## src/source/mipsPkg.sv

```systemverilog
package mipsPkg;

    localparam int dataWidth = 32;
    localparam int regAddrWidth = 5;
    localparam int raReg = 31; // link register for jal.

    // bit positions inside the alu flag word.
    localparam int flagBitZero = 0;
    localparam int flagBitOverflow = 1;

    typedef enum logic [5:0] {
        opSpecial = 6'h00,
        opJ       = 6'h02,
        opJal     = 6'h03,
        opBeq     = 6'h04,
        opAddi    = 6'h08,
        opAddiu   = 6'h09,
        opOri     = 6'h0d,
        opLui     = 6'h0f,
        opLw      = 6'h23,
        opSw      = 6'h2b
    } opcodeE;

    // funct field of special instructions.
    typedef enum logic [5:0] {
        fnNop  = 6'h00, // sll, treated as nop.
        fnSrav = 6'h07,
        fnJr   = 6'h08,
        fnAddu = 6'h21,
        fnSubu = 6'h23,
        fnSlt  = 6'h2a
    } functE;

    typedef enum logic [1:0] {dstRt, dstRd, dstRa} regDstE;

    typedef enum logic {srcB, srcImm} aluSrcE;

    typedef enum logic [1:0] {wbAlu, wbRam, wbPc4} mem2RegE;

    typedef enum logic [1:0] {npcPc4, npcBranch, npcJump, npcReg} npcSelE;

    typedef enum logic [1:0] {extZero, extSign, extLui} extOpE;

    typedef enum logic [2:0] {
        aluAdd,
        aluSub,
        aluOr,
        aluSlt,
        aluSra
    } aluOpE;

    typedef enum logic {flagHold, flagSet} flagOpE;

endpackage

```

## src/source/alu.sv

```systemverilog
module alu import mipsPkg::*; (
    input  logic [dataWidth-1:0] a,
    input  logic [dataWidth-1:0] b,
    input  aluOpE                aluOp,
    output logic [dataWidth-1:0] result,
    output logic [dataWidth-1:0] nFlag
);

    localparam int shamtBits = $clog2(dataWidth);

    logic [dataWidth-1:0] sum;
    logic [dataWidth-1:0] diff;
    logic [shamtBits-1:0] shamt;
    logic lessThan;
    logic addOverflow;

    assign sum = a + b;
    assign diff = a - b;
    assign shamt = a[shamtBits-1:0]; // srav takes the amount from rs.
    assign lessThan = $signed(a) < $signed(b);

    // same operand signs but the sum flipped.
    assign addOverflow = (a[dataWidth-1] == b[dataWidth-1])
                      && (sum[dataWidth-1] != a[dataWidth-1]);

    always_comb begin
        case (aluOp)
            aluAdd:  result = sum;
            aluSub:  result = diff;
            aluOr:   result = a | b;
            aluSlt:  result = {{(dataWidth - 1){1'b0}}, lessThan};
            aluSra:  result = $signed(b) >>> shamt; // sign fill.
            default: result = '0;
        endcase
    end

    always_comb begin
        nFlag = '0;
        nFlag[flagBitZero] = (result == '0);
        nFlag[flagBitOverflow] = (aluOp == aluAdd) && addOverflow;
    end

endmodule

```

## config.mk

```make
export PLATFORM = sky130hd
export DESIGN_NAME = alu
export DESIGN_NICKNAME = d
export VERILOG_FILES = /design/src/source/mipsPkg.sv /design/src/source/alu.sv
export SDC_FILE = /design/constraint.sdc
export NUM_CORES = 1
export LEC_CHECK = 0
export BUFFER_PORTS_ARGS = -buffer_cell sky130_fd_sc_hd__buf_2
export CAP_MARGIN = 20
export CORE_MARGIN = 4
export CORE_UTILIZATION = 50
export DETAILED_ROUTE_END_ITERATION = 10
export GPL_TIMING_DRIVEN = 0
export PLACE_DENSITY_LB_ADDON = 0.08
export SYNTH_ARGS = -nofsm -noshare
export SYNTH_HDL_FRONTEND = slang
export SYNTH_SLANG_ARGS = --single-unit
```

## constraint.sdc

```tcl
create_clock -name vclk -period 9.1
set_input_delay 1.82 -clock vclk [all_inputs]
set_output_delay 1.82 -clock vclk [all_outputs]
set_load 0.02 [all_outputs]
```

# ---- Word-level counts from Yosys, hierarchy flattened
# Index checks and enable logic that the tools add are counted.
dict set report totals {
  ff_bits 0
  latch_bits 0
  ramBits 0
  romBits 0
  input_bits 67
  output_inout_bits 64
  elab_cells 16
  memories 0
}
dict set report op_classes {
  n_addsub 2
  multipliers 0
  div_mod_pow 0
  n_lt_le_gt_ge 1
  n_eq_ne 6
  shift 1
  n_mux 1
  bitwise_logic 1
  n_reduce_logical 4
}
# operator count
set op_table {}
lappend op_table {{32-bit case mux with 5 select lines} 1}
lappend op_table {{32-bit adder} 1}
lappend op_table {{32-bit zero test} 1}
lappend op_table {{32-bit < comparator} 1}
lappend op_table {{32-bit OR} 1}
lappend op_table {{32-bit by 5-bit >>> shifter with 32-bit output} 1}
lappend op_table {{32-bit subtractor} 1}
lappend op_table {{3-bit by 2-bit == test with 1-bit output, second input constant} 2}
lappend op_table {{3-bit by 1-bit == test with 1-bit output, second input constant} 1}
lappend op_table {{3-bit == test, second input constant} 1}
lappend op_table {{3-bit zero test} 1}
lappend op_table {{1-bit logical AND} 2}
lappend op_table {{1-bit == test} 1}
lappend op_table {{1-bit != test} 1}

# ---- Depth between registers and ports, before layout
# Gate-level depths: netlist of run 1.
dict set report logic_depth {
  depth_word 4
  depth_mapped 18
  ltp_nobuf 14
}

# ---- Worst setup path before layout of run 1
# OpenSTA, ideal clock, no wires.
dict set report synth_path {
  path_kind {input to output}
  from {input port a[1]}
  to {output port nFlag[0]}
  t_arrival_ps 7077
  t_required_ps 7280
  slack_ps 203
  stages 16
  n_path_buf 3
  path_cell_list {buf_2 -> clkinv_1 -> buf_1 -> clkbuf_1 -> ha_1 -> nor2_1 -> o311a_1 -> o311ai_1 -> o31a_1 -> o31a_1 -> a221o_1 -> a21o_1 -> or4_1 -> or4_1 -> or4_1 -> nor4_1}
}
dict set report synth_between {
  elab_chain_cells 3
  elab_cells_between_ends 7
  cone_classes {2 x add/sub; 1 x order compare; 1 x shift; 1 x mux; 1 x bitwise; 1 x reduce/logical}
}
# item line
set synth_rtl {}
lappend synth_rtl {{start, declared} alu.sv:2} ;# input logic [dataWidth-1:0] a,
lappend synth_rtl {{32-bit subtractor (tied with other cells)} alu.sv:18} ;# assign diff = a - b;
lappend synth_rtl {{32-bit case mux with 5 select lines *} alu.sv:27} ;# case (aluOp)
lappend synth_rtl {{named net result[17]} alu.sv:5} ;# output logic [dataWidth-1:0] result,
lappend synth_rtl {{32-bit zero test *} alu.sv:39} ;# nFlag[flagBitZero] = (result == '0);
lappend synth_rtl {{end, declared} alu.sv:6} ;# output logic [dataWidth-1:0] nFlag
# Mark *: on every way through the listed nets, which the timed path passes. The rest lies on a longest branch.

# ---- Worst setup path after layout of run 1
dict set report layout_path {
  from {input port a[1]}
  to {output port nFlag[0]}
}
dict set report layout_between {
  elab_chain_cells 3
  elab_cells_between_ends 7
  cone_classes {2 x add/sub; 1 x order compare; 1 x shift; 1 x mux; 1 x bitwise; 1 x reduce/logical}
}
# item line
set layout_rtl {}
lappend layout_rtl {{32-bit subtractor (tied with other cells)} alu.sv:18}
lappend layout_rtl {{32-bit case mux with 5 select lines *} alu.sv:27}
lappend layout_rtl {{32-bit zero test *} alu.sv:39}
# Every way passes the cells marked *; elsewhere a longest branch is shown, timed or not.

==> impl_metrics.toml, run 1 <==
[outcome]
status = "finished clean"

[final_layout]
final_core_util = 0.577
fill_cells = 1443
insertedDiodeCount = 0
syn_to_final_growth_pct = 11.8
layout.nets = 1338
layoutNonFillerInstCount = 1343
seq_area_um2 = 0
final_common_cell = "ha_1"
flops_and_latches = 0
clockBufferCount = 0
layout-drive-gt1-share = 0.175
most-common-layout-cells = "104 x ha_1, 102 x buf_2, 92 x inv_1, 92 x nor2_1, 91 x a21oi_1"

[logic_synthesis]
yosysWarnings = 0
ys_seq_area_frac = 0
synthDominantCellAreaShare = 0.180
ys_types = 82
netlist_area_mm2 = 0.00725
synth_top_area_cell = "ha_1"
yosys-top-cells-area = "ha_1 18%, mux4_2 9.3%, a21oi_1 6.4%, nor2_1 4.8%, inv_1 4.8%"
synthCells = 1037
synth.avg_cell_area_um2 = 6.99

[die]
die_y_um = 128
io_pins = 131
rows = 43
start_util = 0.516
die-area_mm2 = 0.0165
core_region_area_mm2 = 0.0140
die_w_um = 128

[placed_design]
place_inst = 1345
io_buffer_count = 99
gp_congestion = 0.992
dpl.hpwl_um = 24700
pre_cts_ws_ps = -892

[timing]
finalHoldViolCount = 0
fin_ws_ps = 207
finalMaxSlewViolations = 0
fmax_ghz = 0.112
period_needed_ps = 8890
rsz0062_at_grt = "no"
tightest_slew_ps = 983
finalCritPeriodShare = 0.977
relSlewSlack = 0.328
setup_viol = 0

[setup_path]
cpLargestDelayFamily = "simple AND/OR/NAND/NOR gates"
crit_slowest_cell = "or4_1"
critPathArrivalTime_ps = 7070
critPathRequiredTime_ps = 7280
cp_num_buf_inv = 5
end_kind = "output pin"
slowest_delay_ps = 570
path_class = "input pin to output pin"
path_cells = "buf_2 -> buf_2 -> inv_4 -> clkbuf_2 -> ha_1 -> nor2_2 -> o311a_1 -> o311ai_1 -> o31a_1 -> o31a_1 -> a221o_1 -> a21o_1 -> or4_1 -> or4_1 -> or4_1 -> nor4_1 -> buf_2"
cp-start-kind = "input pin"
worstPathMaxFanout = 14

[power]
p_leak_uw = 0.00383
ir_worst_vdd_v = 0.0000347
powerDensity_mw_per_mm2 = 69.9
finalPower_uw = 566

[route]
drt_iter0_markers = 1131
drc = 0
first_pass_iters = 6
vias = 8918
wl_um = 30100
ant_nets = 0
vias_per_cell = 6.64
wire_per_inst_um = 22.4

[grt]
gr-total-overflow = 0
antenna_found_initial = 0
grt_pass1_vias = 7907
grt_max_degree = 15
grt_pass1_wl_um = 45200
grt_usage = 0.347

[clock_network]
cts_hold_buf = 0

[hold_path]
worstHoldPathType = "input pin to output pin"

[flow_run]
cap_violations = 0
==> final timing paths <==
check   from  endpoint  slack (ps)  depth (start not counted)
max     a[1]  nFlag[0]         210                         17
min    a[31]  nFlag[1]        4250                          5
==> worst min-delay path, delay by kind of cell <==
family | cells | cell delay, ps
xor gates and xnor gates | 1 | 120
buffers and inverters | 3 | 320
and+or+nand+nor | 1 | 170
==> cells by family after synthesis <==
group,share of synthesized area
simple gates,0.188
other cells,0.000517
buf+inv,0.122
fa+ha+maj,0.185
xor+xnor,0.0157
compound gates,0.337
mux,0.152
==> routing by layer <==
| layer | part of all wire | track usage | vias to the layer above |
|---|---|---|---|
| met4 | 0.045 | 0.115 | 0 |
| met3 | 0.12 | 0.0419 | 94 |
| li1 | - | - | 4040 |
| met1 | 0.41 | 0.512 | 4113 |
| met2 | 0.42 | 0.523 | 671 |
| met5 | 0 | 0 | - |
==> what timing repair did <==
action	4_1_cts	5_1_grt
endpoints found under the setup margin	1	1
setup buffers	1	1
pin swaps	1	1
gates resized for setup	3	8
==> power by group <==
part | internal (µW) | total [µW] | switching [µW] | leakage (µW)
combinational | 201 | 566 | 366 | 0.00383
clock | 0 | 0 | 0 | 0
sequential | 0 | 0 | 0 | 0
total | 201 | 566 | 366 | 0.00383
==> cells in the mapped netlist, drive strengths merged (7+ instances only) <==
cell type,instances
o22ai,15
clkbuf,50
a21o,13
mux4,30
inv,94
nor4,7
a211o,12
o31ai,22
nand4,10
o211ai,20
ha,104
nor2b,8
xnor2,12
nor3,20
buf,45
a211oi,14
mux2i,28
nand2b,13
a31oi,11
o21bai,7
nand3,18
o221ai,11
mux2,13
a21oi,92
o21ai,66
nor2,93
nand2,90
==> area by class of cell <==
cell class	instances	area [µm²]	share of cell area
timing repair buffer	101	510	0.0630
tap	180	225	0.0278
buffer	91	504	0.0622
inverter	97	367	0.0453
multi-input combinational	874	6490	0.802
==> stage by stage <==
stage               hold WS, ps  cell area (µm²)  TNS, ps
floorplan                  4000             7360        0
global placement           4250             8080     -943
detailed placement         4240             8080     -892
CTS                        4250             8100        0
global route               4300             8100        0
finish                     4250             8100        0
(Power assumes the default switching activity.)
==> run 2: changes to the inputs <==
ABC_AREA = 1   (was unset)
CORE_MARGIN = 1   (was 4)
==> run 2 against run 1 <==
Utilization down 0.61 points. Setup slack improved by 1500 ps. Global-route usage rose by 6.8 points. Die area up 8.5%. Synthesized cell count rose by 68%. First-iteration DRC count is 14% higher. Highest routed layer unchanged.
==> impl_metrics.toml, run 2 <==
[route]
wl_um = 37700
vias = 11700
first_pass_iters = 6
drc = 0
vias_per_cell = 5.59
ant_nets = 0
drt_iter0_markers = 1294
wire_per_inst_um = 18.1

[final_layout]
syn_to_final_growth_pct = 10.3
flops_and_latches = 0
layout.nets = 2043
most-common-layout-cells = "561 x nand2_1, 286 x nand3_1, 270 x inv_1"
final_core_util = 0.571
final_common_cell = "nand2_1"
layout-drive-gt1-share = 0.145
fill_cells = 1905
stdcell_area_mm2 = 0.00957
seq_area_um2 = 0
layoutNonFillerInstCount = 2088
insertedDiodeCount = 0
clockBufferCount = 0

[timing]
finalHoldViolCount = 0
tightest_slew_ps = 778
rsz0062_at_grt = "no"
period_needed_ps = 7440
fmax_ghz = 0.134
fin_setup_tns_ps = 0
finalMaxSlewViolations = 0
finalCritPeriodShare = 0.818
relSlewSlack = 0.481
setup_viol = 0

[setup_path]
worstPathMaxFanout = 10
end_kind = "output pin"
path_cells = "buf_2 -> clkbuf_1 -> inv_1 -> buf_1 -> ha_1 -> buf_4 -> nor2_2 -> nand2_1 -> inv_1 -> nand3_1 -> nand2_1 -> nand2_1 -> nand2_1 -> nand2_1 -> nand2_1 -> nand2_1 -> nand3_1 -> nand2_1 -> nor2_1 -> nand2_1 -> nor2_1 -> nand3_1 -> nor2_1 -> buf_2"
crit_slowest_cell = "ha_1"
cp_common_cell = "nand2_1"
cp_num_buf_inv = 7
slowest_delay_ps = 350
critPathRequiredTime_ps = 7280
path_class = "input pin to output pin"
cpLargestDelayFamily = "simple AND/OR/NAND/NOR gates"
cp-start-kind = "input pin"
critPathArrivalTime_ps = 5620

[logic_synthesis]
synth.avg_cell_area_um2 = 4.99
synth_top_area_cell = "nand2_1"
synthCells = 1738
synth.most_common_cell = "nand2_1"
ys_types = 41
yosysWarnings = 0
ys_seq_area_frac = 0
synthDominantCellAreaShare = 0.243
ys_top_cells_by_count = "561 x nand2_1, 286 x nand3_1, 270 x inv_1, 153 x nor2_1, 104 x ha_1"
yosys-top-cells-area = "nand2_1 24%, nand3_1 16%, ha_1 15%, inv_1 12%, nor2_1 6.6%"
netlist_area_mm2 = 0.00868

[grt]
grt_pass1_vias = 10800
antenna_found_initial = 0
grt_pass1_wl_um = 57300
grt_max_degree = 13
grt_usage = 0.416
gr-total-overflow = 0

[placed_design]
io_buffer_count = 101
gp_congestion = 1.07
place_inst = 2088
postPlaceCellArea_mm2 = 0.00957
dpl.hpwl_um = 32300

[clock_network]
cts_hold_buf = 0
post_cts_buffers = 0
cts_resized = 0

[die]
die-area_mm2 = 0.0179
rows = 47
core_region_area_mm2 = 0.0168
io_pins = 131
die_y_um = 134
die_w_um = 134
start_util = 0.518

[power]
p_leak_uw = 0.00594
powerDensity_mw_per_mm2 = 66.0
ir_worst_vdd_v = 0.0000404

[flow_run]
cap_violations = 0

[outcome]
status = "finished clean"

[hold_path]
worstHoldPathType = "input pin to output pin"
## run 2: metal layers
metal  share of wire  vias to the layer above  wire length, µm  GRT usage
met5               0                        -                0          0
met4           0.060                        0             2260      0.206
met3            0.11                      147             4040     0.0693
met2            0.44                      701            16700      0.691
met1            0.39                     5159            14700      0.515
li1                -                     5656                -          -
## run 2: final cells by class
cell class | instances | area [µm²] | share of cell area
Inverter | 288 | 1080 | 0.113
Timing Repair Buffer | 101 | 505 | 0.0528
Tap cell | 220 | 275 | 0.0288
Buffer | 95 | 598 | 0.0625
Multi-Input combinational cell | 1384 | 7100 | 0.743
## run 2: tightest hold or removal path, stage by stage
cell and delay, ps:
buf_2 110, xor2_1 130, nor3_1 50, buf_2 150
## run 2: through the flow
stage | hold WS [ps] | total power [µW] | worst slack [ps]
final | 4080 | 631 | 1660
after global routing | 4130 | 687 | 1510
after detailed placement | 4080 | 606 | 1900
after floorplan | 3860 | 419 | 2940
after global placement | 4080 | 601 | 1870
after CTS | 4080 | 609 | 1900
## run 2: cell families after synthesis
group | synth area share
and+or+nand+nor | 0.562
buffers and inverters | 0.194
AOI/OAI and AO/OA | 0.0875
adders and majority gates | 0.155
xor gates and xnor gates | 0.00202
other | 0.000432
## run 2: power by group
part / switching [µW] / internal [µW] / total, µW
logic: 442 / 189 / 631
registers: 0 / 0 / 0
clock network: 0 / 0 / 0
total: 442 / 189 / 631
## run 2: worst paths after layout
check	startpoint	end	slack (ps)	cells after the start
setup / recovery	a[4]	nFlag[0]	1660	24
hold / removal	a[31]	nFlag[1]	4080	4
==> run 3: changes to the inputs <==
clock period = 6.25 ns   (was 9.1 ns; I/O delays follow)
==> run 3 against run 2 <==
Clock-buffer cell count did not move. Final cell count barely moved. Non-clock buffer count fell by 1. Utilization barely moved. Largest cell class unchanged. Highest routed layer unchanged. First-iteration DRC count fell by 2.8%. Wire length barely moved. Global-route usage did not move. Critical path depth fell by 1. Die area did not move. Sequential cell count did not move.
==> impl_metrics.toml, run 3 (same netlist as run 2, synthesis figures left out) <==
[outcome]
status = "finished clean"

[route]
vias = 11800
wire_per_inst_um = 18.1
drt_iter0_markers = 1258
vias_per_cell = 5.63
drc = 0
first_pass_iters = 8
ant_nets = 0
wl_um = 37700

[flow_run]
cap_violations = 0

[grt]
grt_max_degree = 13
antenna_found_initial = 0
gr-total-overflow = 0
grt_pass1_vias = 10800
grt_pass1_wl_um = 57300
grt_usage = 0.416

[timing]
finalCritPeriodShare = 0.978
finalHoldViolCount = 0
fin_setup_tns_ps = 0
tightest_slew_ps = 771
setup_viol = 0
rsz0062_at_grt = "no"
finalMaxSlewViolations = 0
fmax_ghz = 0.164
fin_ws_ps = 137
period_needed_ps = 6110
relSlewSlack = 0.486

[setup_path]
end_kind = "output pin"
worstPathMaxFanout = 10
cp_common_cell = "nand2_1"
slowest_delay_ps = 400
critPathArrivalTime_ps = 4860
critPathRequiredTime_ps = 5000
crit_slowest_cell = "buf_1"
cp_num_buf_inv = 6
path_class = "input pin to output pin"
path_cells = "buf_2 -> inv_1 -> buf_1 -> ha_1 -> buf_4 -> nor2_2 -> nand2_1 -> inv_1 -> nand3_1 -> nand2_1 -> nand2_1 -> nand2_1 -> nand2_1 -> nand2_1 -> nand2_1 -> nand3_1 -> nand2_1 -> nor2_1 -> nand2_1 -> nor2_1 -> nand3_1 -> nor2_1 -> buf_2"
cp-start-kind = "input pin"
cpLargestDelayFamily = "simple AND/OR/NAND/NOR gates"

[placed_design]
gp_congestion = 1.07
dpl.hpwl_um = 32300
pre_cts_ws_ps = 192
place_inst = 2088
io_buffer_count = 101
postPlaceCellArea_mm2 = 0.00957

[final_layout]
layout-drive-gt1-share = 0.145
syn_to_final_growth_pct = 10.2
final_common_cell = "nand2_1"
fill_cells = 1907
stdcell_area_mm2 = 0.00956
clockBufferCount = 0
insertedDiodeCount = 0
flops_and_latches = 0
most-common-layout-cells = "561 x nand2_1, 286 x nand3_1, 270 x inv_1"
seq_area_um2 = 0
layout.nets = 2042
multi_input_area_mm2 = 0.00710
layoutNonFillerInstCount = 2087

[die]
io_pins = 131
start_util = 0.518
rows = 47
core_region_area_mm2 = 0.0168
die-area_mm2 = 0.0179
die_y_um = 134
die_w_um = 134

[power]
powerDensity_mw_per_mm2 = 96.1
finalPower_uw = 919
p_leak_uw = 0.00594
ir_worst_vdd_v = 0.0000593

[hold_path]
worstHoldPathType = "input pin to output pin"

[clock_network]
cts_hold_buf = 0
run 3: cell count changes in the layout (fill, tap and decap cells not counted):
cell / delta
clkbuf_1: -1
run 3: repair_timing:
action | CTS | global route
buffers inserted | 0 | 0
endpoints found under the setup margin | 0 | 1
gates resized for setup | 0 | 0
run 3: cell type report:
class | count | area share
plain buffers | 94 | 0.0622
inverters | 288 | 0.113
multi-input cells | 1384 | 0.743
well taps | 220 | 0.0288
repair buffers | 101 | 0.0529
run 3: metrics by stage:
step	hold WS, ps	utilization
CTS	2940	0.571
global placement	2940	0.571
detailed placement	2940	0.571
floorplan	2720	-
global route	2990	0.571
finish	2940	0.571
run 3: worst paths after layout:
check,start,to,slack [ps],depth (start not counted)
worst min-delay path,a[31],nFlag[1],2940,4
worst max-delay path,a[4],nFlag[0],140,23
run 3: power breakdown:
| part | internal [µW] | total, µW | switching [µW] |
|---|---|---|---|
| combinational | 276 | 919 | 643 |
| clock | 0 | 0 | 0 |
| sequential | 0 | 0 | 0 |
| total | 276 | 919 | 643 |
run 3: routing by layer:
| metal | track usage | part of all wire | up-vias |
|---|---|---|---|
| met3 | 0.0693 | 0.11 | 147 |
| met2 | 0.691 | 0.44 | 736 |
| li1 | - | - | 5652 |
| met5 | 0 | 0 | - |
| met4 | 0.206 | 0.060 | 0 |
| met1 | 0.515 | 0.38 | 5221 |
